### src/common/bulk_consts.svh
`ifndef BULK_CONSTS_SVH
`define BULK_CONSTS_SVH

// Byte capacity of the packet buffer that stands in for the DDR3 store
`define SRAM_BYTES 2048

// Bytes per memory word
`define WORD_BYTES 4

`define SRAM_WORDS (`SRAM_BYTES / `WORD_BYTES)  // Capacity in words

// Word address width as log2 of the word capacity
`define ADDR_BITS 9

// Largest bulk packet accepted (high-speed bulk limit)
`define MAX_PACKET_LENGTH 512

`endif

### src/common/bulk_pkg.sv
`default_nettype none

`include "bulk_consts.svh"

package bulk_pkg;

  // Stream and memory payload widths
  typedef logic [7:0] byte_t;
  typedef logic [8*`WORD_BYTES-1:0] word_t;
  typedef logic [`WORD_BYTES-1:0] keep_t;  // One bit per byte lane

  // SRAM addressing and fill level
  typedef logic [`ADDR_BITS-1:0] addr_t;
  typedef logic [`ADDR_BITS:0] level_t;  // Needs one more bit to reach full

  typedef logic [7:0] pkt_count_t;  // Complete packets held

  // FILL gathers bytes in the packer and HOLD offers a finished word
  typedef enum logic {
    FILL,
    HOLD
  } packer_state_e;

  // IDLE means the unpacker has no word and EMIT sends bytes of the held word
  typedef enum logic {
    IDLE,
    EMIT
  } unpacker_state_e;

endpackage

`default_nettype wire

### src/common/word_stream_if.sv
`default_nettype none

interface word_stream_if import bulk_pkg::*; ();

  logic  tvalid;
  logic  tready;
  word_t tdata;
  keep_t tkeep;  // Low bytes valid and only partial on the last word
  logic  tlast;

  // Producer side of the word stream
  modport source(
    output tvalid,
    output tdata,
    output tkeep,
    output tlast,
    input  tready
  );

  // Consumer side
  modport sink(
    input  tvalid,
    input  tdata,
    input  tkeep,
    input  tlast,
    output tready
  );

endinterface

`default_nettype wire

### src/source/bulk_tx_unpacker.sv
`default_nettype none

module bulk_tx_unpacker import bulk_pkg::*; (
  input  wire logic   clock,
  input  wire logic   rst_i,
  word_stream_if.sink tx_words,
  output logic        m_tvalid_o,
  input  wire logic   m_tready_i,
  output logic        m_tlast_o,
  output byte_t       m_tdata_o
);

  unpacker_state_e state_q;
  word_t           data_q;
  keep_t           keep_q;
  logic            last_q;
  logic [1:0]      idx_q;  // Lane of the byte on m_tdata_o

  logic is_final, m_xfer, word_done, word_xfer;

  // Keep is contiguous from lane 0, so the next clear bit ends the word
  assign is_final  = (idx_q == 2'd3) || !keep_q[idx_q + 2'd1];
  assign m_xfer    = m_tvalid_o && m_tready_i;
  assign word_done = m_xfer && is_final;

  assign tx_words.tready = (state_q == IDLE) || word_done;  // Refill as the last byte goes
  assign word_xfer = tx_words.tvalid && tx_words.tready;

  assign m_tvalid_o = (state_q == EMIT);
  assign m_tdata_o  = data_q[{idx_q, 3'b000} +: 8];
  assign m_tlast_o  = m_tvalid_o && last_q && is_final;

  always_ff @(posedge clock) begin
    if (rst_i) begin
      state_q <= IDLE;
      idx_q   <= 2'd0;
    end else begin
      if (word_xfer) begin
        state_q <= EMIT;
        idx_q   <= 2'd0;
      end else if (word_done) begin
        state_q <= IDLE;
      end else if (m_xfer) begin
        idx_q <= idx_q + 2'd1;
      end
    end
  end

  always_ff @(posedge clock) begin
    if (word_xfer) begin
      data_q <= tx_words.tdata;
      keep_q <= tx_words.tkeep;
      last_q <= tx_words.tlast;
    end
  end

  // A byte once offered stays offered until the host side takes it
  a_m_hold: assert property (@(posedge clock) disable iff (rst_i)
    m_tvalid_o && !m_tready_i |=> m_tvalid_o && $stable(m_tdata_o));

endmodule

`default_nettype wire

### src/flat_wrapper.sv
// flat-port wrapper written by rule: the top's interface ports become plain ports
module bulk_tx_unpacker_flat import bulk_pkg::*;
  (clock, rst_i, m_tvalid_o, m_tready_i, m_tlast_o, m_tdata_o, tx_words_tvalid, tx_words_tdata, tx_words_tkeep, tx_words_tlast, tx_words_tready);
  word_stream_if tx_words_i ();
  input  wire logic clock;
  input  wire logic rst_i;
  output logic m_tvalid_o;
  input  wire logic m_tready_i;
  output logic m_tlast_o;
  output byte_t m_tdata_o;
  input wire logic [$bits(tx_words_i.tvalid)-1:0] tx_words_tvalid;
  input wire logic [$bits(tx_words_i.tdata)-1:0] tx_words_tdata;
  input wire logic [$bits(tx_words_i.tkeep)-1:0] tx_words_tkeep;
  input wire logic [$bits(tx_words_i.tlast)-1:0] tx_words_tlast;
  output wire logic [$bits(tx_words_i.tready)-1:0] tx_words_tready;
  assign tx_words_i.tvalid = tx_words_tvalid;
  assign tx_words_i.tdata = tx_words_tdata;
  assign tx_words_i.tkeep = tx_words_tkeep;
  assign tx_words_i.tlast = tx_words_tlast;
  assign tx_words_tready = tx_words_i.tready;
  bulk_tx_unpacker u_core (.clock(clock), .rst_i(rst_i), .tx_words(tx_words_i), .m_tvalid_o(m_tvalid_o), .m_tready_i(m_tready_i), .m_tlast_o(m_tlast_o), .m_tdata_o(m_tdata_o));
endmodule
### config.mk
export PLATFORM = sky130hd
export DESIGN_NAME = bulk_tx_unpacker_flat
export DESIGN_NICKNAME = d
export VERILOG_FILES = /design/src/common/bulk_pkg.sv /design/src/common/word_stream_if.sv /design/src/source/bulk_tx_unpacker.sv /design/src/flat_wrapper.sv
export VERILOG_INCLUDE_DIRS = /design/src /design/src/common
export SDC_FILE = /design/constraint.sdc
export NUM_CORES = 1
export LEC_CHECK = 0
export BUFFER_PORTS_ARGS = -buffer_cell sky130_fd_sc_hd__buf_2
export CAP_MARGIN = 25
export CELL_PAD_IN_SITES_DETAIL_PLACEMENT = 0
export CELL_PAD_IN_SITES_GLOBAL_PLACEMENT = 1
export CORE_MARGIN = 4
export CORE_UTILIZATION = 44
export CTS_BUF_LIST = sky130_fd_sc_hd__clkbuf_8 sky130_fd_sc_hd__clkbuf_16
export CTS_CLUSTER_DIAMETER = 200
export DETAILED_ROUTE_END_ITERATION = 12
export PLACE_DENSITY = 0.82
export SYNTH_ARGS = -nofsm -noshare
export SYNTH_HDL_FRONTEND = slang
export SYNTH_SLANG_ARGS = --single-unit
### constraint.sdc
create_clock -name clock -period 4 [get_ports clock]
set_clock_uncertainty 0.1 [all_clocks]
set_input_delay 0.6 -clock clock [delete_from_list [all_inputs] [get_ports clock]]
set_output_delay 0.6 -clock clock [all_outputs]
set_load 0.02 [all_outputs]
; ---- After elaboration in Yosys (flattened, before gate mapping)
; Index checks and enable logic that the tools add are counted.
[word_totals]
register_bits = 40
inputBits = 41
out_inout_bits = 11
[classes]
add_sub_neg = 1
n_lt_le_gt_ge = 1
n_eq_ne = 1
shift = 1
muxes = 4
bitwise_logic = 2
n_reduce_logical = 11
[op_table]
columns = op, n
row1 = $shiftx A32 B6 Y8, 1
row2 = $logic_and A1 B1 Y1, 5
row3 = $lt A2 B3 Y1 const B, 1
row4 = $mux W1, 3
row5 = $add A2 B1 Y2 const B, 1
row6 = $bmux W1 S2, 1
row7 = $eq A2 B2 Y1 const B, 1
row8 = $logic_or A1 B1 Y1, 2
row9 = $not A1 Y1, 2
row10 = $reduce_and A2 Y1, 1
row11 = $reduce_bool A2 Y1, 1
row12 = $reduce_or A2 Y1, 1
row13 = $logic_not A1 Y1, 1

; ---- Logic depth before layout (Yosys ltp)
[depth]
depth_word = 9
depth_mapped = 5

; ---- Worst setup path after synthesis
; OpenSTA, ideal clock, no wires.
[synth_timing]
path_type = flip-flop to flip-flop
from = reg u_core.idx_q[0]
to = reg u_core.data_q[0], enable pin
setup_time_ps = 398
t_arrival_ps = 2271
slack_ps = 1231
path_stages_with_launch = 5
n_path_buf = 1
path_cell_list = dfxtp_1 -> buf_6 -> mux4_2 -> a31oi_4 -> and2_1
[synth_via]
elab_chain_len = 8
[synth_rtl]
columns = item, line
row1 = start: declaration, bulk_tx_unpacker.sv:17  ; logic [1:0] idx_q;
row2 = start signal: assignment, bulk_tx_unpacker.sv:44  ; idx_q <= idx_q + 2'd1;
row3 = $add A2 B1 Y2, bulk_tx_unpacker.sv:22  ; assign is_final = (idx_q == 2'd3) || !keep_q[idx_q + 2'd1];
row4 = $bmux W1 S2, bulk_tx_unpacker.sv:22
row5 = $mux W1 (not written as such), bulk_tx_unpacker.sv:22
row6 = $logic_not A1 Y1, bulk_tx_unpacker.sv:22
row7 = $logic_or A1 B1 Y1 (*), bulk_tx_unpacker.sv:22
row8 = $logic_and A1 B1 Y1 (*), bulk_tx_unpacker.sv:24  ; assign word_done = m_xfer && is_final;
row9 = $logic_or A1 B1 Y1 (*), bulk_tx_unpacker.sv:26  ; assign tx_words.tready = (state_q == IDLE) || word_done;
row10 = via tx_words_tready, flat_wrapper.sv:15  ; output wire logic [$bits(tx_words_i.tready)-1:0] tx_words_tready;
row11 = $logic_and A1 B1 Y1 (*), bulk_tx_unpacker.sv:27  ; assign word_xfer = tx_words.tvalid && tx_words.tready;
row12 = via u_core.word_xfer, bulk_tx_unpacker.sv:19  ; logic is_final, m_xfer, word_done, word_xfer;
row13 = end signal: assignment, bulk_tx_unpacker.sv:51  ; data_q <= tx_words.tdata;
row14 = end: declaration, bulk_tx_unpacker.sv:14  ; word_t data_q;
; The timed path passes the listed nets; every way through them passes the cells marked *. The select of a mux whose other input is x is not followed.
; A chain may end at the register's enable or synchronous reset.

; ---- Worst setup path after layout
[layout_timing]
from = reg u_core.idx_q[1]
to = out tx_words_tready
[layout_via]
elab_chain_len = 7
[layout_rtl]
columns = item, line
row1 = $add A2 B1 Y2, bulk_tx_unpacker.sv:22
row2 = $bmux W1 S2, bulk_tx_unpacker.sv:22
row3 = $mux W1 (not written as such), bulk_tx_unpacker.sv:22
row4 = $logic_not A1 Y1, bulk_tx_unpacker.sv:22
row5 = $logic_or A1 B1 Y1 (*), bulk_tx_unpacker.sv:22
row6 = $logic_and A1 B1 Y1 (*), bulk_tx_unpacker.sv:24
row7 = $logic_or A1 B1 Y1 (*), bulk_tx_unpacker.sv:26
row8 = end: declaration, flat_wrapper.sv:15
; Every way passes the cells marked *; elsewhere a longest branch is shown, timed or not. The select of a mux whose other input is x is not followed.

==> flow_metrics.py <==
metrics = {
    "status": {
        "outcome": "complete, no violations",
    },
    "global_routing": {
        "grt_pass1_vias": 846,
        "grt_max_degree": 38,
        "grt_overflow": 0,
        "antenna_found_initial": 0,
        "grt_pass1_wl_um": 4071,
        "grt_usage_pct": 13.11,
    },
    "cells_and_area": {
        "stdcell_area_um2": 1974,
        "drive_above_1_share_pct": 53.79,
        "fin_cells": 178,
        "nNetsFinal": 173,
        "diodes": 0,
        "area_growth_pct": 26.65,
        "final_common_cell": "buf_2",
        "final_cell_mix": "buf_2, edfxtp_1, mux4_2",
    },
    "floorplan": {
        "core-area_um2": 3390,
        "dieArea_um2": 4560,
        "die-height_um": 67.53,
        "ios": 52,
        "initial_core_util_pct": 45.99,
        "num_rows": 21,
        "die_w_um": 67.53,
    },
    "setup_path": {
        "setup.worst_path.end_class": "output pin",
        "startpoint": "u_core.idx_q[1]",
        "cp.required_ns": 3.30,
        "crit_type": "reg2out",
        "r2r_start": "u_core.idx_q[1]",
        "arrival_ns": 2.01,
        "cp_max_fo": 10,
        "start_kind": "register",
    },
    "logic_synthesis": {
        "syn-num-nets": 116,
        "yosys.area.top_type": "edfxtp_1",
        "yosys_warnings": 0,
        "ys_seq_area_share_pct": 75.12,
        "syn-cell-area_um2": 1559,
        "synth_cells": 74,
        "synthTopCellsByArea": "edfxtp_1, mux4_2, dfxtp_1, a31oi_4, mux2i_1",
        "ys_ff_latch": 40,
        "yosysTopAreaCellShare_pct": 71.27,
        "yosysUniqueCellTypes": 23,
        "avgSynthCellArea_um2": 21.07,
    },
    "sta": {
        "setup_tns_ns": 0,
        "setup_viol": 0,
        "worstMarginPinSlew_ns": 0.4559,
        "min_period_over_period_pct": 67.81,
        "period_minus_slack_ns": 2.712,
        "clock.fmax_ghz": 0.3687,
        "relSlewSlack_pct": 69.61,
        "rsz0062_at_grt": "false",
        "finalMaxSlewViolations": 0,
        "hold_viol": 0,
    },
    "hold_path": {
        "hold_path.class": "in2reg",
        "hold_start": "tx_words_tdata[9]",
    },
    "cts": {
        "cts_tree": "done",
        "path_clk_slew_ns": 0.07,
        "clock-root-buffer": "clkbuf_8",
        "h-tree-depth": 2,
        "clockBufferDepth": 2,
        "clock_sinks": 40,
        "cts-resized-gates": 0,
        "cts-buffers-inserted": 5,
        "post_cts_buffers": 0,
        "insertion_delay_ns": 0.28,
        "cts_hold_buf": 0,
    },
    "drt": {
        "vias": 882,
        "routed.top_layer": "met4",
        "met3WireLength_um": 272,
        "wl_met1_um": 1127,
        "wl_per_cell_um": 15.27,
        "wl_met2_um": 1293,
        "drt_wl_total_um": 2718,
        "dr.first_iter.drc_count": 48,
        "drc": 0,
        "drtAntennaViolNets": 0,
        "vias_per_cell": 4.955,
        "drt_first_pass_iters": 4,
    },
    "pwr": {
        "power.total_uw": 902.3,
        "power_density_nw_per_um2": 457.0,
        "ir_drop_v": 0.0003039,
        "p_leak_uw": 0.0007432,
    },
    "placed_design": {
        "dp.cells": 170,
        "postPlaceCellArea_um2": 1867,
        "gp_congestion": 0.7757,
        "port_buffers": 51,
    },
    "flow_run": {
        "drv_cap": 0,
    },
}
-- report_power, final --
| group | internal (µW) | total, µW | switching, µW |
|---|---|---|---|
| Combinational | 41.4 | 89.5 | 48.0 |
| Sequential | 491 | 501 | 9.40 |
| Clock | 182 | 312 | 130 |
-- registers in the layout, indices dropped and copies added, names as in the netlist --
signal and flops:
u_core.m_tvalid_o 1, u_core.idx_q 2, u_core.keep_q 4, u_core.last_q 1, u_core.data_q 32
-- worst paths after layout --
path,end,slack [ns],cells past startpoint
min reg2reg,u_core.idx_q[1],0.59,2
min,u_core.data_q[9],0.38,1
max reg2reg,u_core.data_q[13],1.45,5
max,tx_words_tready,1.29,4
-- kinds of logic (layout without fill, tap and decap cells) --
logic type / count (synthesis) / count (layout) / synth area share, %
mux: 11 / 11 / 14.29
compound gates: 8 / 8 / 4.495
buf+inv: 5 / 63 / 1.765
flops: 40 / 40 / 75.12
fa+ha+maj: 1 / 1 / 0.8024
simple gates: 9 / 9 / 3.532
-- layout make-up --
cell class,instances,area (µm²)
clock inverters,3,38.79
inverters,2,7.507
well taps,46,57.56
fillers,270,1415
clock buffers,5,68.82
repair buffers,53,270.3
flip-flops and latches,40,1171
multi-input cells,29,360.3
-- metrics by stage --
step | hold WS [ns] | util, % | setup slack (ns)
finish | 0.3843 | 58.25 | 1.288
global route | 0.3643 | 58.25 | 1.131
CTS | 0.3718 | 58.25 | 1.248
detailed placement | 0.5795 | 55.08 | 1.445
floorplan | 0.5691 | - | 1.231
global placement | 0.5896 | 55.08 | 1.487
-- critical path, cell delays in order (launching register included) --
cell and delay, ns:
dfxtp_1 0.58, ha_1 0.35, mux4_2 0.36, a31oi_4 0.24
buf_2 0.19
-- Yosys cell counts --
cell type / count
buf_6: 1
ha_1: 1
buf_2: 1
nand2b_1: 1
buf_1: 1
a21o_1: 1
nand4_1: 1
o22a_1: 1
nand3b_1: 1
a31oi_4: 1
dfxtp_1: 3
nor2b_1: 2
or3b_2: 1
edfxtp_1: 37
a21oi_1: 2
o31ai_1: 1
a221oi_1: 1
mux4_2: 9
a31oi_1: 1
inv_1: 2
and2_1: 1
mux2i_1: 2
nand2_1: 2
-- metal layers --
metal,track usage (%),up-vias
li1,-,416
met1,16.93,420
met2,18.96,43
met3,6.323,3
met4,5.316,0
met5,0,-
(Power assumes the default switching activity.)
