[src/common/bulk_consts.svh]
`ifndef BULK_CONSTS_SVH
`define BULK_CONSTS_SVH

// Byte capacity of the packet buffer that stands in for the DDR3 store
`define SRAM_BYTES 2048

// Bytes per memory word
`define WORD_BYTES 4

`define SRAM_WORDS (`SRAM_BYTES / `WORD_BYTES)  // Capacity in words

// Word address width as log2 of the word capacity
`define ADDR_BITS 9

// Largest bulk packet accepted (high-speed bulk limit)
`define MAX_PACKET_LENGTH 512

`endif

[src/common/bulk_pkg.sv]
`default_nettype none

`include "bulk_consts.svh"

package bulk_pkg;

  // Stream and memory payload widths
  typedef logic [7:0] byte_t;
  typedef logic [8*`WORD_BYTES-1:0] word_t;
  typedef logic [`WORD_BYTES-1:0] keep_t;  // One bit per byte lane

  // SRAM addressing and fill level
  typedef logic [`ADDR_BITS-1:0] addr_t;
  typedef logic [`ADDR_BITS:0] level_t;  // Needs one more bit to reach full

  typedef logic [7:0] pkt_count_t;  // Complete packets held

  // FILL gathers bytes in the packer and HOLD offers a finished word
  typedef enum logic {
    FILL,
    HOLD
  } packer_state_e;

  // IDLE means the unpacker has no word and EMIT sends bytes of the held word
  typedef enum logic {
    IDLE,
    EMIT
  } unpacker_state_e;

endpackage

`default_nettype wire

[src/common/word_stream_if.sv]
`default_nettype none

interface word_stream_if import bulk_pkg::*; ();

  logic  tvalid;
  logic  tready;
  word_t tdata;
  keep_t tkeep;  // Low bytes valid and only partial on the last word
  logic  tlast;

  // Producer side of the word stream
  modport source(
    output tvalid,
    output tdata,
    output tkeep,
    output tlast,
    input  tready
  );

  // Consumer side
  modport sink(
    input  tvalid,
    input  tdata,
    input  tkeep,
    input  tlast,
    output tready
  );

endinterface

`default_nettype wire

[src/source/bulk_rx_packer.sv]
`default_nettype none

module bulk_rx_packer import bulk_pkg::*; (
  input  wire logic     clock,
  input  wire logic     rst_i,
  input  wire logic     s_tvalid_i,
  input  wire logic     s_tlast_i,
  input  wire byte_t    s_tdata_i,
  output logic          s_tready_o,
  word_stream_if.source rx_words
);

  packer_state_e state_q;
  logic [1:0]    pos_q;   // Byte lane for the next accepted byte
  word_t         data_q;
  keep_t         keep_q;
  logic          last_q;

  logic  s_xfer;
  logic  word_full;
  keep_t lane_bit;

  assign s_tready_o = (state_q == FILL);
  assign s_xfer     = s_tvalid_i && s_tready_o;
  assign word_full  = (pos_q == 2'd3) || s_tlast_i;  // Word closes on lane 3 or on tlast
  assign lane_bit   = keep_t'(1) << pos_q;

  always_ff @(posedge clock) begin
    if (rst_i) begin
      state_q <= FILL;
      pos_q   <= 2'd0;
    end else begin
      case (state_q)
        FILL: begin
          if (s_xfer) begin
            pos_q <= word_full ? 2'd0 : pos_q + 2'd1;
            if (word_full) state_q <= HOLD;
          end
        end
        HOLD: begin
          if (rx_words.tready) state_q <= FILL;
        end
        default: state_q <= FILL;
      endcase
    end
  end

  // A new word restarts the keep mask at lane 0
  always_ff @(posedge clock) begin
    if (s_xfer) begin
      data_q[{pos_q, 3'b000} +: 8] <= s_tdata_i;
      keep_q <= (pos_q == 2'd0) ? lane_bit : (keep_q | lane_bit);
      last_q <= s_tlast_i;
    end
  end

  assign rx_words.tvalid = (state_q == HOLD);
  assign rx_words.tdata  = data_q;
  assign rx_words.tkeep  = keep_q;
  assign rx_words.tlast  = last_q;

  // Offered word must stay put until the buffer takes it
  a_rx_hold: assert property (@(posedge clock) disable iff (rst_i)
    rx_words.tvalid && !rx_words.tready |=>
      rx_words.tvalid && $stable(rx_words.tdata) && $stable(rx_words.tkeep)
      && $stable(rx_words.tlast));

endmodule

`default_nettype wire

[src/flat_wrapper.sv]
// flat-port wrapper written by rule: the top's interface ports become plain ports
module bulk_rx_packer_flat import bulk_pkg::*;
  (clock, rst_i, s_tvalid_i, s_tlast_i, s_tdata_i, s_tready_o, rx_words_tvalid, rx_words_tdata, rx_words_tkeep, rx_words_tlast, rx_words_tready);
  word_stream_if rx_words_i ();
  input  wire logic clock;
  input  wire logic rst_i;
  input  wire logic s_tvalid_i;
  input  wire logic s_tlast_i;
  input  wire byte_t s_tdata_i;
  output logic s_tready_o;
  output wire logic [$bits(rx_words_i.tvalid)-1:0] rx_words_tvalid;
  output wire logic [$bits(rx_words_i.tdata)-1:0] rx_words_tdata;
  output wire logic [$bits(rx_words_i.tkeep)-1:0] rx_words_tkeep;
  output wire logic [$bits(rx_words_i.tlast)-1:0] rx_words_tlast;
  input wire logic [$bits(rx_words_i.tready)-1:0] rx_words_tready;
  assign rx_words_tvalid = rx_words_i.tvalid;
  assign rx_words_tdata = rx_words_i.tdata;
  assign rx_words_tkeep = rx_words_i.tkeep;
  assign rx_words_tlast = rx_words_i.tlast;
  assign rx_words_i.tready = rx_words_tready;
  bulk_rx_packer u_core (.clock(clock), .rst_i(rst_i), .s_tvalid_i(s_tvalid_i), .s_tlast_i(s_tlast_i), .s_tdata_i(s_tdata_i), .s_tready_o(s_tready_o), .rx_words(rx_words_i));
endmodule
[config.mk]
export PLATFORM = sky130hd
export DESIGN_NAME = bulk_rx_packer_flat
export DESIGN_NICKNAME = d
export VERILOG_FILES = /design/src/common/bulk_pkg.sv /design/src/common/word_stream_if.sv /design/src/source/bulk_rx_packer.sv /design/src/flat_wrapper.sv
export VERILOG_INCLUDE_DIRS = /design/src /design/src/common
export SDC_FILE = /design/constraint.sdc
export NUM_CORES = 1
export LEC_CHECK = 0
export ABC_AREA = 1
export ABC_CLOCK_PERIOD_IN_PS = 1700
export BUFFER_PORTS_ARGS = -buffer_cell sky130_fd_sc_hd__buf_4
export CORE_UTILIZATION = 45
export CTS_CLUSTER_DIAMETER = 60
export DETAILED_ROUTE_END_ITERATION = 10
export MAX_ROUTING_LAYER = met4
export PLACE_DENSITY = 0.73
export SYNTH_ARGS = -nofsm -noshare
export SYNTH_HDL_FRONTEND = slang
export SYNTH_SLANG_ARGS = --single-unit
[constraint.sdc]
create_clock -name clock -period 1.7 [get_ports clock]
set_input_delay 0.34 -clock clock [delete_from_list [all_inputs] [get_ports clock]]
set_output_delay 0.34 -clock clock [all_outputs]
set_load 0.02 [all_outputs]
# Word level (Yosys, flattened, before mapping)

Index checks and enable logic that the tools add are counted.

Add/subtract/negate cells: 2
Eq/ne operators: 1
Shifts and indexed selects: 3
Multiplexer cells: 7
Bitwise logic cells: 2
Reduce and logical (&&, ||, !) cells: 4

Operators with widths:

| kind                                                 | number |
|---|---|
| bitwise mux 32 bit                                   | 1 |
| variable shift 8 x 7 -> 32 bit, first input constant | 1 |
| indexed part select 8 x 7 -> 32 bit                  | 1 |
| negator 5 -> 7 bit                                   | 1 |
| 2-to-1 mux 4 bit                                     | 1 |
| OR 4 bit                                             | 1 |
| << shifter 1 x 2 -> 4 bit, first input constant      | 1 |
| 2-to-1 mux 1 bit                                     | 3 |
| adder 2 x 1 -> 2 bit, second input constant          | 1 |
| == test 2 bit, second input constant                 | 1 |
| logical NOT 2 bit                                    | 1 |
| 2-to-1 mux 2 bit                                     | 1 |
| case mux 1 bit (2 select lines)                      | 1 |
| AND reduction 2 bit                                  | 1 |
| logical AND 1 bit                                    | 1 |
| logical OR 1 bit                                     | 1 |
| inverter 1 bit                                       | 1 |

Register bits: 40
Input bits: 13
Word-level logic and storage cells: 24

# Longest topological paths before layout

Gate-level depths: netlist of the first run.

Word-level depth: 5
Mapped depth: 6

# Worst setup path before layout of the first run

OpenSTA, ideal clock, no wires.

Path kind: flip-flop to flip-flop
Start: register u_core.pos_q[0] (netlist name)
End: register u_core.data_q[0], in the netlist u_core.rx_words.tdata[0], enable pin
Library setup time: 370 ps
Data arrival time: 1220 ps
Data required time: 1330 ps
Path slack: 110 ps
Cell stages (with the launch flop): 6
Cells stage by stage: dfxtp_1 -> buf_6 -> inv_4 -> ha_1 -> inv_2 -> nor2_1

RTL lines:

| what                           | RTL line             | text |
|---|---|---|
| end signal: indexed assignment | bulk_rx_packer.sv:51 | `data_q[{pos_q, 3'b000} +: 8] <= s_tdata_i;` |
| end: declaration               | bulk_rx_packer.sv:15 | `word_t data_q;` |

# Final worst setup path of the first run

Start: register u_core.pos_q[1]
End: register u_core.data_q[7], in the netlist u_core.rx_words.tdata[7], data pin

Longest elaborated chain between the ends: 3
Elaborated cells between the ends (all ways): 4
Those cells by class: 1 x add/sub; 2 x shift; 1 x mux

Ends and longest elaborated chain:

| what                                                                                  | RTL line             | text |
|---|---|---|
| start: declaration                                                                    | bulk_rx_packer.sv:14 | `logic [1:0] pos_q;` |
| start signal: assignment                                                              | bulk_rx_packer.sv:36 | `pos_q <= word_full ? 2'd0 : pos_q + 2'd1;` |
| negator 5 -> 7 bit (*)                                                                | bulk_rx_packer.sv:51 |  |
| indexed part select 8 x 7 -> 32 bit or variable shift 8 x 7 -> 32 bit (tied branches) | bulk_rx_packer.sv:51 |  |
| bitwise mux 32 bit (*)                                                                | bulk_rx_packer.sv:51 |  |

Every way passes the cells marked *; elsewhere a longest branch is shown, timed or not.
A chain may end at the register's enable or synchronous reset.

==> reports/qor.yml, run 1 <==
synth_warnings: 0
syn_area_per_cell_um2: 12.4
fill_cells: 304
worstPathRequired_ps: 1820
grt_pass1_wl_um: 5750
vdd_drop_max_mv: 0.624
hold_path_class: "in2reg"
cts.sinks: 40
finalInstanceArea_um2: 2260
netlist.area_leader.share_pct: 64.8
finalCritPeriodShare_pct: 89.4
critical-path-max-stage-delay_ps: 410
dominantRegCellSynth: "edfxtp_1"
min_period_ps: 1520
grt_overflow: 0
post_dp_cell_area_um2: 2180
start_kind: "flop"
synthesis.instances: 138
reg2reg_to: "u_core.rx_words.tdata[7]$_DFFE_PP_"
start_util_pct: 46.8
hold_ws_ps: 210
p_per_area_nw_per_um2: 924
final_cells: 249
tns_ps: 0
crit_fanout: 8
r2r_setup_slack_ps: 180
track_usage_pct: 20.0
endpoint_kind: "flop"
holdPathEnd: "u_core.rx_words.tvalid$_SDFF_PP0_"
synthTopCellsByArea: "edfxtp_1 (65%), nor2_1 (5.3%), nor3_2 (4.7%)"
rows: 22
synth-seq-cells: 40
power.total_mw: 2.09
first_pass_iters: 4
final_nets: 219
synth_nets: 157
ctsResizeCount: 0
synth-seq-area-share_pct: 68.3
clock_path_buffers: 2
pin_count: 52
finalHoldViolations: 0
fin_util_pct: 61.7
viasPerCell: 4.81
numCtsBuffers: 5
coreArea_um2: 3660
rr_startpoint: "u_core.pos_q[1]$_SDFFE_PP0P_"
drv_cap: 0
min-delay-start: "rst_i"
fin_skew_ps: 4.26
synth_common_cells: "edfxtp_1 (37), nor2_1 (24), inv_1 (18)"
outcome: "finished clean"
cts.clk_slew.worst_paths_ps: 70
yosysTopAreaCell: "edfxtp_1"
worst_slew_pin_slew_ps: 312
dp.cells: 241
postRouteAntennaNets: 0
grt_max_degree: 14
clk_latency_ps: 290
cts_setup_buffers: 0
antenna_found_initial: 0
clockRootBuffer: "clkbuf_8"
grt_pass1_vias: 1246
hpwl_um: 2630
maxSlewHeadroom_pct: 79.1
yosys.cell_count.top_type: "edfxtp_1"
route.detailed.drc: 0
drt_iter0_drc: 51
gp_congestion: 0.757
setup-violations-final: 0
maxSlewViolCount: 0
die_area_um2: 4060
fmax_mhz: 658
post_drt_wl_per_cell_um: 13.6
rsz0062_at_grt: "false"
power_leakage_nw: 0.892
critPathSlowestCell: "dfxtp_1"
hold_path_depth: 2
cts_tree: "yes"
holdBufCountCts: 0
layout-drive-gt1-share_pct: 40.8
worstRegToRegCells: 5
place_ws_ps: 186
die_w_um: 63.7
synthArstFlopShare_pct: 0
ys_types: 18
crit_type: "reg2reg"
antenna_cells: 0
numPortBuffers: 51
routed_wl_um: 3400
arrival_ps: 1640
timing.final.ws_setup_ps: 180
htreeDepth: 2
synth_area_um2: 1710
synth-edff-count: 37
dr_total_vias: 1197
critical_path.cell_chain: "inv_1 > ha_1 > inv_2 > nand2_2 > nor3_1"
die_h_um: 63.7
area_growth_pct: 31.8
[sequential cells by signal, indices dropped and copies added, names as in the netlist, named ones only]
register,flops
u_core.rx_words.tdata,32
u_core.rx_words.tvalid,1
u_core.rx_words.tkeep,2
u_core.rx_words.tlast,1
u_core.pos_q,2
[cells by family (layout without fill, tap and decap cells)]
family          count (synthesis)  in the layout  share of synthesized area, %
simple gates                   65             65                          20.2
buf+inv                        25             88                          6.50
fa+ha+maj                       6              6                          4.38
flops                          40             40                          68.3
compound gates                  2              2                         0.583
[area by class of cell]
cell class	instances	area [µm²]	area share (%)
Clock buffer	7	76.3	3.38
Clock inverter	1	3.75	0.166
Inverter	23	88.8	3.93
Multi-Input combinational cell	73	432	19.1
Sequential cell	40	1170	51.8
Tap cell	48	60.1	2.66
Timing Repair Buffer	57	428	18.9
[worst max path at each step]
stage | slack (ps) | cells after the start | start | to
final | 180 | 5 | u_core.pos_q[1]$_SDFFE_PP0P_ | u_core.rx_words.tdata[7]$_DFFE_PP_
after global routing | 80 | 5 | u_core.pos_q[1]$_SDFFE_PP0P_ | u_core.rx_words.tdata[0]$_DFFE_PP_
after CTS | 160 | 5 | u_core.pos_q[1]$_SDFFE_PP0P_ | u_core.rx_words.tdata[7]$_DFFE_PP_
after detailed placement | 190 | 5 | u_core.pos_q[1]$_SDFFE_PP0P_ | u_core.rx_words.tdata[7]$_DFFE_PP_
after global placement | 280 | 5 | u_core.pos_q[1]$_SDFFE_PP0P_ | u_core.rx_words.tdata[4]$_DFFE_PP_
after floorplan | 110 | 5 | u_core.pos_q[0]$_SDFFE_PP0P_ | u_core.rx_words.tdata[0]$_DFFE_PP_
[critical path: cells and delay by family, from the launching register on]
kind,cells,cell delay [ps]
buf+inv,2,230
fa+ha+maj,1,380
simple gates,2,310
flops,1,410
[layer usage]
layer	wire, µm	global-route usage (%)	share of wire, %	up-vias
met5	0	-	0	-
met4	61	7.67	1.8	0
met3	212	5.98	6.2	6
met2	1760	34.4	52	45
met1	1360	21.5	40	566
li1	-	-	-	580
[power breakdown]
part	internal, mW	switching [mW]	leakage, nW	total, mW
Combinational	0.125	0.227	0.512	0.353
Clock	0.285	0.303	0.0399	0.588
Sequential	1.13	0.0190	0.341	1.15
[placed cells by master (no fill, tap or decap), drive strengths merged]
| cell type | n |
|---|---|
| a21oi | 1 |
| nand3 | 10 |
| buf | 57 |
| nor2 | 24 |
| ha | 6 |
| or2 | 2 |
| dfxtp | 3 |
| edfxtp | 37 |
| clkinv | 1 |
| clkbuf | 7 |
| nand2 | 13 |
| inv | 23 |
| o21ai | 1 |
| nor3 | 16 |
Power figures use the tool's default switching activity.
==> inputs of run 2 (changes only) <==
--- a/config.mk
+++ b/config.mk
@@ -14,6 +14,7 @@
 export DETAILED_ROUTE_END_ITERATION = 10
 export MAX_ROUTING_LAYER = met4
 export PLACE_DENSITY = 0.73
+export RECOVER_POWER = 50
 export SYNTH_ARGS = -nofsm -noshare
 export SYNTH_HDL_FRONTEND = slang
 export SYNTH_SLANG_ARGS = --single-unit
==> reports/qor.yml, run 2 (synthesized netlist as in run 1, its figures left out) <==
largest_register_ffs: 32  # unchanged
finalHoldViolations: 0  # unchanged
maxSlewViolCount: 0  # unchanged
pwr-share-clk_pct: 28.7  # +0.5 points
vdd_drop_max_mv: 0.627  # +0.46%
cts.clk_slew.worst_paths_ps: 70  # about the same
power_switching_share_pct: 26.7  # +0.42 points
drv_cap: 0  # unchanged
setup-violations-final: 0  # unchanged
post_drt_wl_per_cell_um: 13.7  # +0.35%
p_per_area_nw_per_um2: 971  # +5.1%
ctsResizeCount: 0  # unchanged
htreeDepth: 2  # unchanged
grt_pass1_wl_um: 5750  # unchanged
finalInstanceArea_um2: 2110  # -6.6%
first_pass_iters: 4  # unchanged
pwr-share-seq_pct: 55.9  # +1.0 points
arrival_ps: 1640  # about the same
viasPerCell: 4.85  # +0.84%
power.switching_mw: 0.548  # -0.28%
endpoint_kind: "flop"
layout_common_cells: "clkbuf_1 (41), edfxtp_1 (37), nor2_1 (24)"
route.detailed.drc: 0  # unchanged
hpwl_um: 2630  # unchanged
critPathSlowestCell: "dfxtp_1"
crit_type: "reg2reg"
fmax_mhz: 659  # +0.20%
routed_wl_um: 3410  # +0.35%
intPower_mw: 1.50  # -2.4%
numCtsBuffers: 5  # unchanged
die_area_um2: 4060  # unchanged
cts_setup_buffers: 0  # unchanged
start_util_pct: 46.8  # unchanged
layout-drive-gt1-share_pct: 19.9  # -21 points
gp_congestion: 0.757  # unchanged
grt_max_degree: 14  # unchanged
grt_overflow: 0  # unchanged
dr_total_vias: 1207  # +0.84%
antenna_cells: 0  # unchanged
outcome: "finished clean"
fin_skew_ps: 4.66  # +0.396 ps
rsz0062_at_grt: "false"
area_growth_pct: 23.1
hold_path_class: "in2reg"
start_kind: "flop"
rows: 22  # unchanged
hold_ws_ps: 210  # -0.201 ps
track_usage_pct: 20.0  # unchanged
clockRootBuffer: "clkbuf_8"
die_w_um: 63.7  # unchanged
coreArea_um2: 3660  # unchanged
critical_path.cell_chain: "inv_1 > ha_1 > inv_2 > nand2_2 > nor3_1"
postRouteAntennaNets: 0  # unchanged
finalCritPeriodShare_pct: 89.2  # -0.18 points
p_comb_share_pct: 15.4  # -1.5 points
critical-path-max-stage-delay_ps: 410  # about the same
path_delay_family: "flip-flops"
die_h_um: 63.7  # unchanged
fin_util_pct: 57.7  # -4.1 points
grt_pass1_vias: 1246  # unchanged
antenna_found_initial: 0  # unchanged
crit_fanout: 8  # unchanged
worstPathRequired_ps: 1820  # about the same
fill_cells: 350  # +15%
maxSlewHeadroom_pct: 71.0  # -8.1 points
final_nets: 219  # unchanged
power_leakage_nw: 0.760  # -15%
post_dp_cell_area_um2: 2180  # unchanged
clk_latency_ps: 290  # about the same
pin_count: 52  # unchanged
drt_iter0_drc: 57  # +12%
tns_ps: 0  # unchanged
worst_slew_pin_slew_ps: 435  # +123 ps
cts.sinks: 40  # unchanged
cts_tree: "yes"
clock_path_buffers: 2  # unchanged
holdBufCountCts: 0  # unchanged
numPortBuffers: 51  # unchanged
cp.buffers_inverters: 2  # unchanged
min_period_ps: 1520  # -3.01 ps
final_common_cell: "clkbuf_1"
==> run 2: through the flow <==
| step | setup slack [ps] | total power [mW] | std cells |
|---|---|---|---|
| 5_1_grt | 76.7 | 2.13 | 249 |
| 3_3_place_gp | 275 | 1.51 | 241 |
| 2_1_floorplan | 110 | 1.38 | 138 |
| 3_5_place_dp | 186 | 1.52 | 241 |
| 4_1_cts | 160 | 2.10 | 249 |
| 6_report | 183 | 2.05 | 249 |
==> run 2: per-layer routing <==
layer  wire, µm  global-route usage, %
met5          0                      -
met4         61                   7.67
met3        227                   5.98
met2       1730                   34.4
met1       1390                   21.5
==> run 2: area by class of cell <==
class	count	area (µm²)	area share (%)
inverter	23	88.8	4.21
clock inverter	1	3.75	0.178
multi-input combinational	73	429	20.3
tap	48	60.1	2.85
timing repair buffer	57	282	13.3
clock buffer	7	76.3	3.62
sequential	40	1170	55.5
==> run 2: path summary, 6_finish.rpt <==
path                                 startpoint  slack, ps                                 end  cells after the start
max                u_core.pos_q[1]$_SDFFE_PP0P_        180  u_core.rx_words.tdata[7]$_DFFE_PP_                      5
max reg2reg        u_core.pos_q[1]$_SDFFE_PP0P_        180  u_core.rx_words.tdata[7]$_DFFE_PP_                      5
min                                       rst_i        210   u_core.rx_words.tvalid$_SDFF_PP0_                      2
min reg2reg  u_core.rx_words.tkeep[0]$_DFFE_PP_        530  u_core.rx_words.tkeep[0]$_DFFE_PP_                      1
==> run 2: power by group through the flow <==
| stage | Clock, mW | Sequential [mW] | Combinational (mW) |
|---|---|---|---|
| final | 0.589 | 1.15 | 0.316 |
| after global routing | 0.633 | 1.15 | 0.347 |
| after CTS | 0.600 | 1.15 | 0.356 |
| after detailed placement | 0 | 1.17 | 0.355 |
| after global placement | 0 | 1.17 | 0.343 |
| after floorplan | 0 | 1.23 | 0.159 |
==> inputs of run 3 (changes only) <==
--- a/config.mk
+++ b/config.mk
@@ -13,8 +13,9 @@
 export CTS_CLUSTER_DIAMETER = 60
 export DETAILED_ROUTE_END_ITERATION = 10
 export MAX_ROUTING_LAYER = met4
-export PLACE_DENSITY = 0.73
+export PLACE_DENSITY = 0.72
 export RECOVER_POWER = 50
+export REMOVE_ABC_BUFFERS = 1
 export SYNTH_ARGS = -nofsm -noshare
 export SYNTH_HDL_FRONTEND = slang
 export SYNTH_SLANG_ARGS = --single-unit
==> reports/qor.yml, run 3 (synthesized netlist as in run 1, its figures left out) <==
maxSlewHeadroom_pct: 70.3  # -0.64 points
grt_overflow: 0  # unchanged
worst_slew_pin_slew_ps: 445  # +9.67 ps
hold_ws_ps: 209  # -0.914 ps
r2r_setup_slack_ps: 190  # about the same
crit_fanout: 8  # unchanged
power.total_mw: 2.04  # -0.72%
fill_cells: 352  # +0.57%
power_leakage_nw: 0.761  # +0.15%
worstSetupStartpoint: "u_core.pos_q[1]$_SDFFE_PP0P_"
clock_path_buffers: 2  # unchanged
post_drt_wl_per_cell_um: 13.2  # -3.7%
fin_skew_ps: 5.41  # +0.755 ps
coreArea_um2: 3660  # unchanged
rr_startpoint: "u_core.pos_q[1]$_SDFFE_PP0P_"
area_growth_pct: 23.0
holdBufCountCts: 0  # unchanged
critPathSlowestCell: "dfxtp_1"
antenna_cells: 0  # unchanged
crit_type: "reg2reg"
reg2reg_to: "u_core.rx_words.tdata[31]$_DFFE_PP_"
start_util_pct: 46.8  # unchanged
dr_total_vias: 1176  # -2.6%
endpoint_kind: "flop"
htreeDepth: 2  # unchanged
worstPathRequired_ps: 1740  # -80 ps
cp-endpoint: "u_core.rx_words.tdata[31]$_DFFE_PP_"
track_usage_pct: 18.3  # -1.7 points
crit_cells: 5  # unchanged
die_area_um2: 4060  # unchanged
timing.final.ws_setup_ps: 190  # +6.64 ps
pin_count: 52  # unchanged
setup-violations-final: 0  # unchanged
layout_common_cells: "clkbuf_1 (40), edfxtp_1 (37), nor2_1 (24)"
critical-path-max-stage-delay_ps: 420  # about the same
grt_pass1_vias: 1145  # -8.1%
place_ws_ps: 196  # +10.4 ps
hold_path_class: "in2reg"
min_period_ps: 1510  # -6.64 ps
numCtsBuffers: 5  # unchanged
die_w_um: 63.7  # unchanged
ctsResizeCount: 0  # unchanged
routed_wl_um: 3270  # -4.1%
dp.cells: 241  # unchanged
viasPerCell: 4.74  # -2.2%
final_common_cell: "clkbuf_1"
rsz0062_at_grt: "false"
clk_latency_ps: 290  # about the same
path_delay_family: "flip-flops"
layout-drive-gt1-share_pct: 20.5  # +0.60 points
clockRootBuffer: "clkbuf_8"
first_pass_iters: 4  # unchanged
route.detailed.drc: 0  # unchanged
cp.buffers_inverters: 2  # unchanged
finalCritPeriodShare_pct: 88.8  # -0.39 points
start_kind: "flop"
grt_pass1_wl_um: 5280  # -8.3%
finalHoldViolations: 0  # unchanged
cts_tree: "yes"
fmax_mhz: 662  # +0.44%
hpwl_um: 2580  # -2.0%
seqCellArea_um2: 1170  # unchanged
drv_cap: 0  # unchanged
critical_path.cell_chain: "inv_1 > ha_1 > inv_2 > nand2_2 > nor2_1"
drt_iter0_drc: 42  # -26%
worstRegToRegCells: 5  # unchanged
multi_input_area_um2: 429  # unchanged
cts.clk_slew.worst_paths_ps: 70  # about the same
outcome: "finished clean"
rows: 22  # unchanged
die_h_um: 63.7  # unchanged
grt_max_degree: 14  # unchanged
p_per_area_nw_per_um2: 966  # -0.60%
antenna_found_initial: 0  # unchanged
numPortBuffers: 51  # unchanged
cts_setup_buffers: 0  # unchanged
cts.sinks: 40  # unchanged
maxSlewViolCount: 0  # unchanged
largest_register_ffs: 32  # unchanged
gp_congestion: 0.759  # +0.32%
tns_ps: 0  # unchanged
final_cells: 248  # -0.40%
vdd_drop_max_mv: 0.548  # -13%
arrival_ps: 1550  # -90 ps
final_nets: 219  # unchanged
postRouteAntennaNets: 0  # unchanged
## run 3: worst min path at each step
stage,end,from,depth (start not counted),slack (ps)
5_1_grt,u_core.rx_words.tvalid$_SDFF_PP0_,rst_i,2,210
3_3_place_gp,u_core.rx_words.tvalid$_SDFF_PP0_,rst_i,2,500
2_1_floorplan,u_core.rx_words.tvalid$_SDFF_PP0_,rst_i,1,410
6_report,u_core.rx_words.tvalid$_SDFF_PP0_,rst_i,2,210
3_5_place_dp,u_core.rx_words.tvalid$_SDFF_PP0_,rst_i,2,510
4_1_cts,u_core.rx_words.tvalid$_SDFF_PP0_,rst_i,2,200
## run 3: through the flow
step	area (µm²)	utilization (%)
6_report	2110	57.6
2_1_floorplan	1690	-
3_5_place_dp	2180	59.5
4_1_cts	2260	61.7
5_1_grt	2110	57.6
3_3_place_gp	2180	59.5
## run 3: metal layers
layer  up-vias  share of wire [%]  GRT usage [%]
li1        581                  -              -
met1       536                 42           21.2
met2        51                 49           29.5
met3         8                7.2           6.16
met4         0                2.1           6.53
met5         -                  0              -
## run 3: report_power, final
part	leakage, nW	total [mW]	internal [mW]	switching (mW)
Clock	0.0410	0.578	0.279	0.300
Sequential	0.341	1.15	1.13	0.0173
Combinational	0.379	0.311	0.0882	0.223
## run 3: final cells by class
cell class              count  area share [%]
flip-flops and latches     40            55.5
clock inverters             1           0.237
multi-input cells          73            20.4
well taps                  48            2.85
repair buffers             57            13.4
inverters                  23            4.21
clock buffers               6            3.44
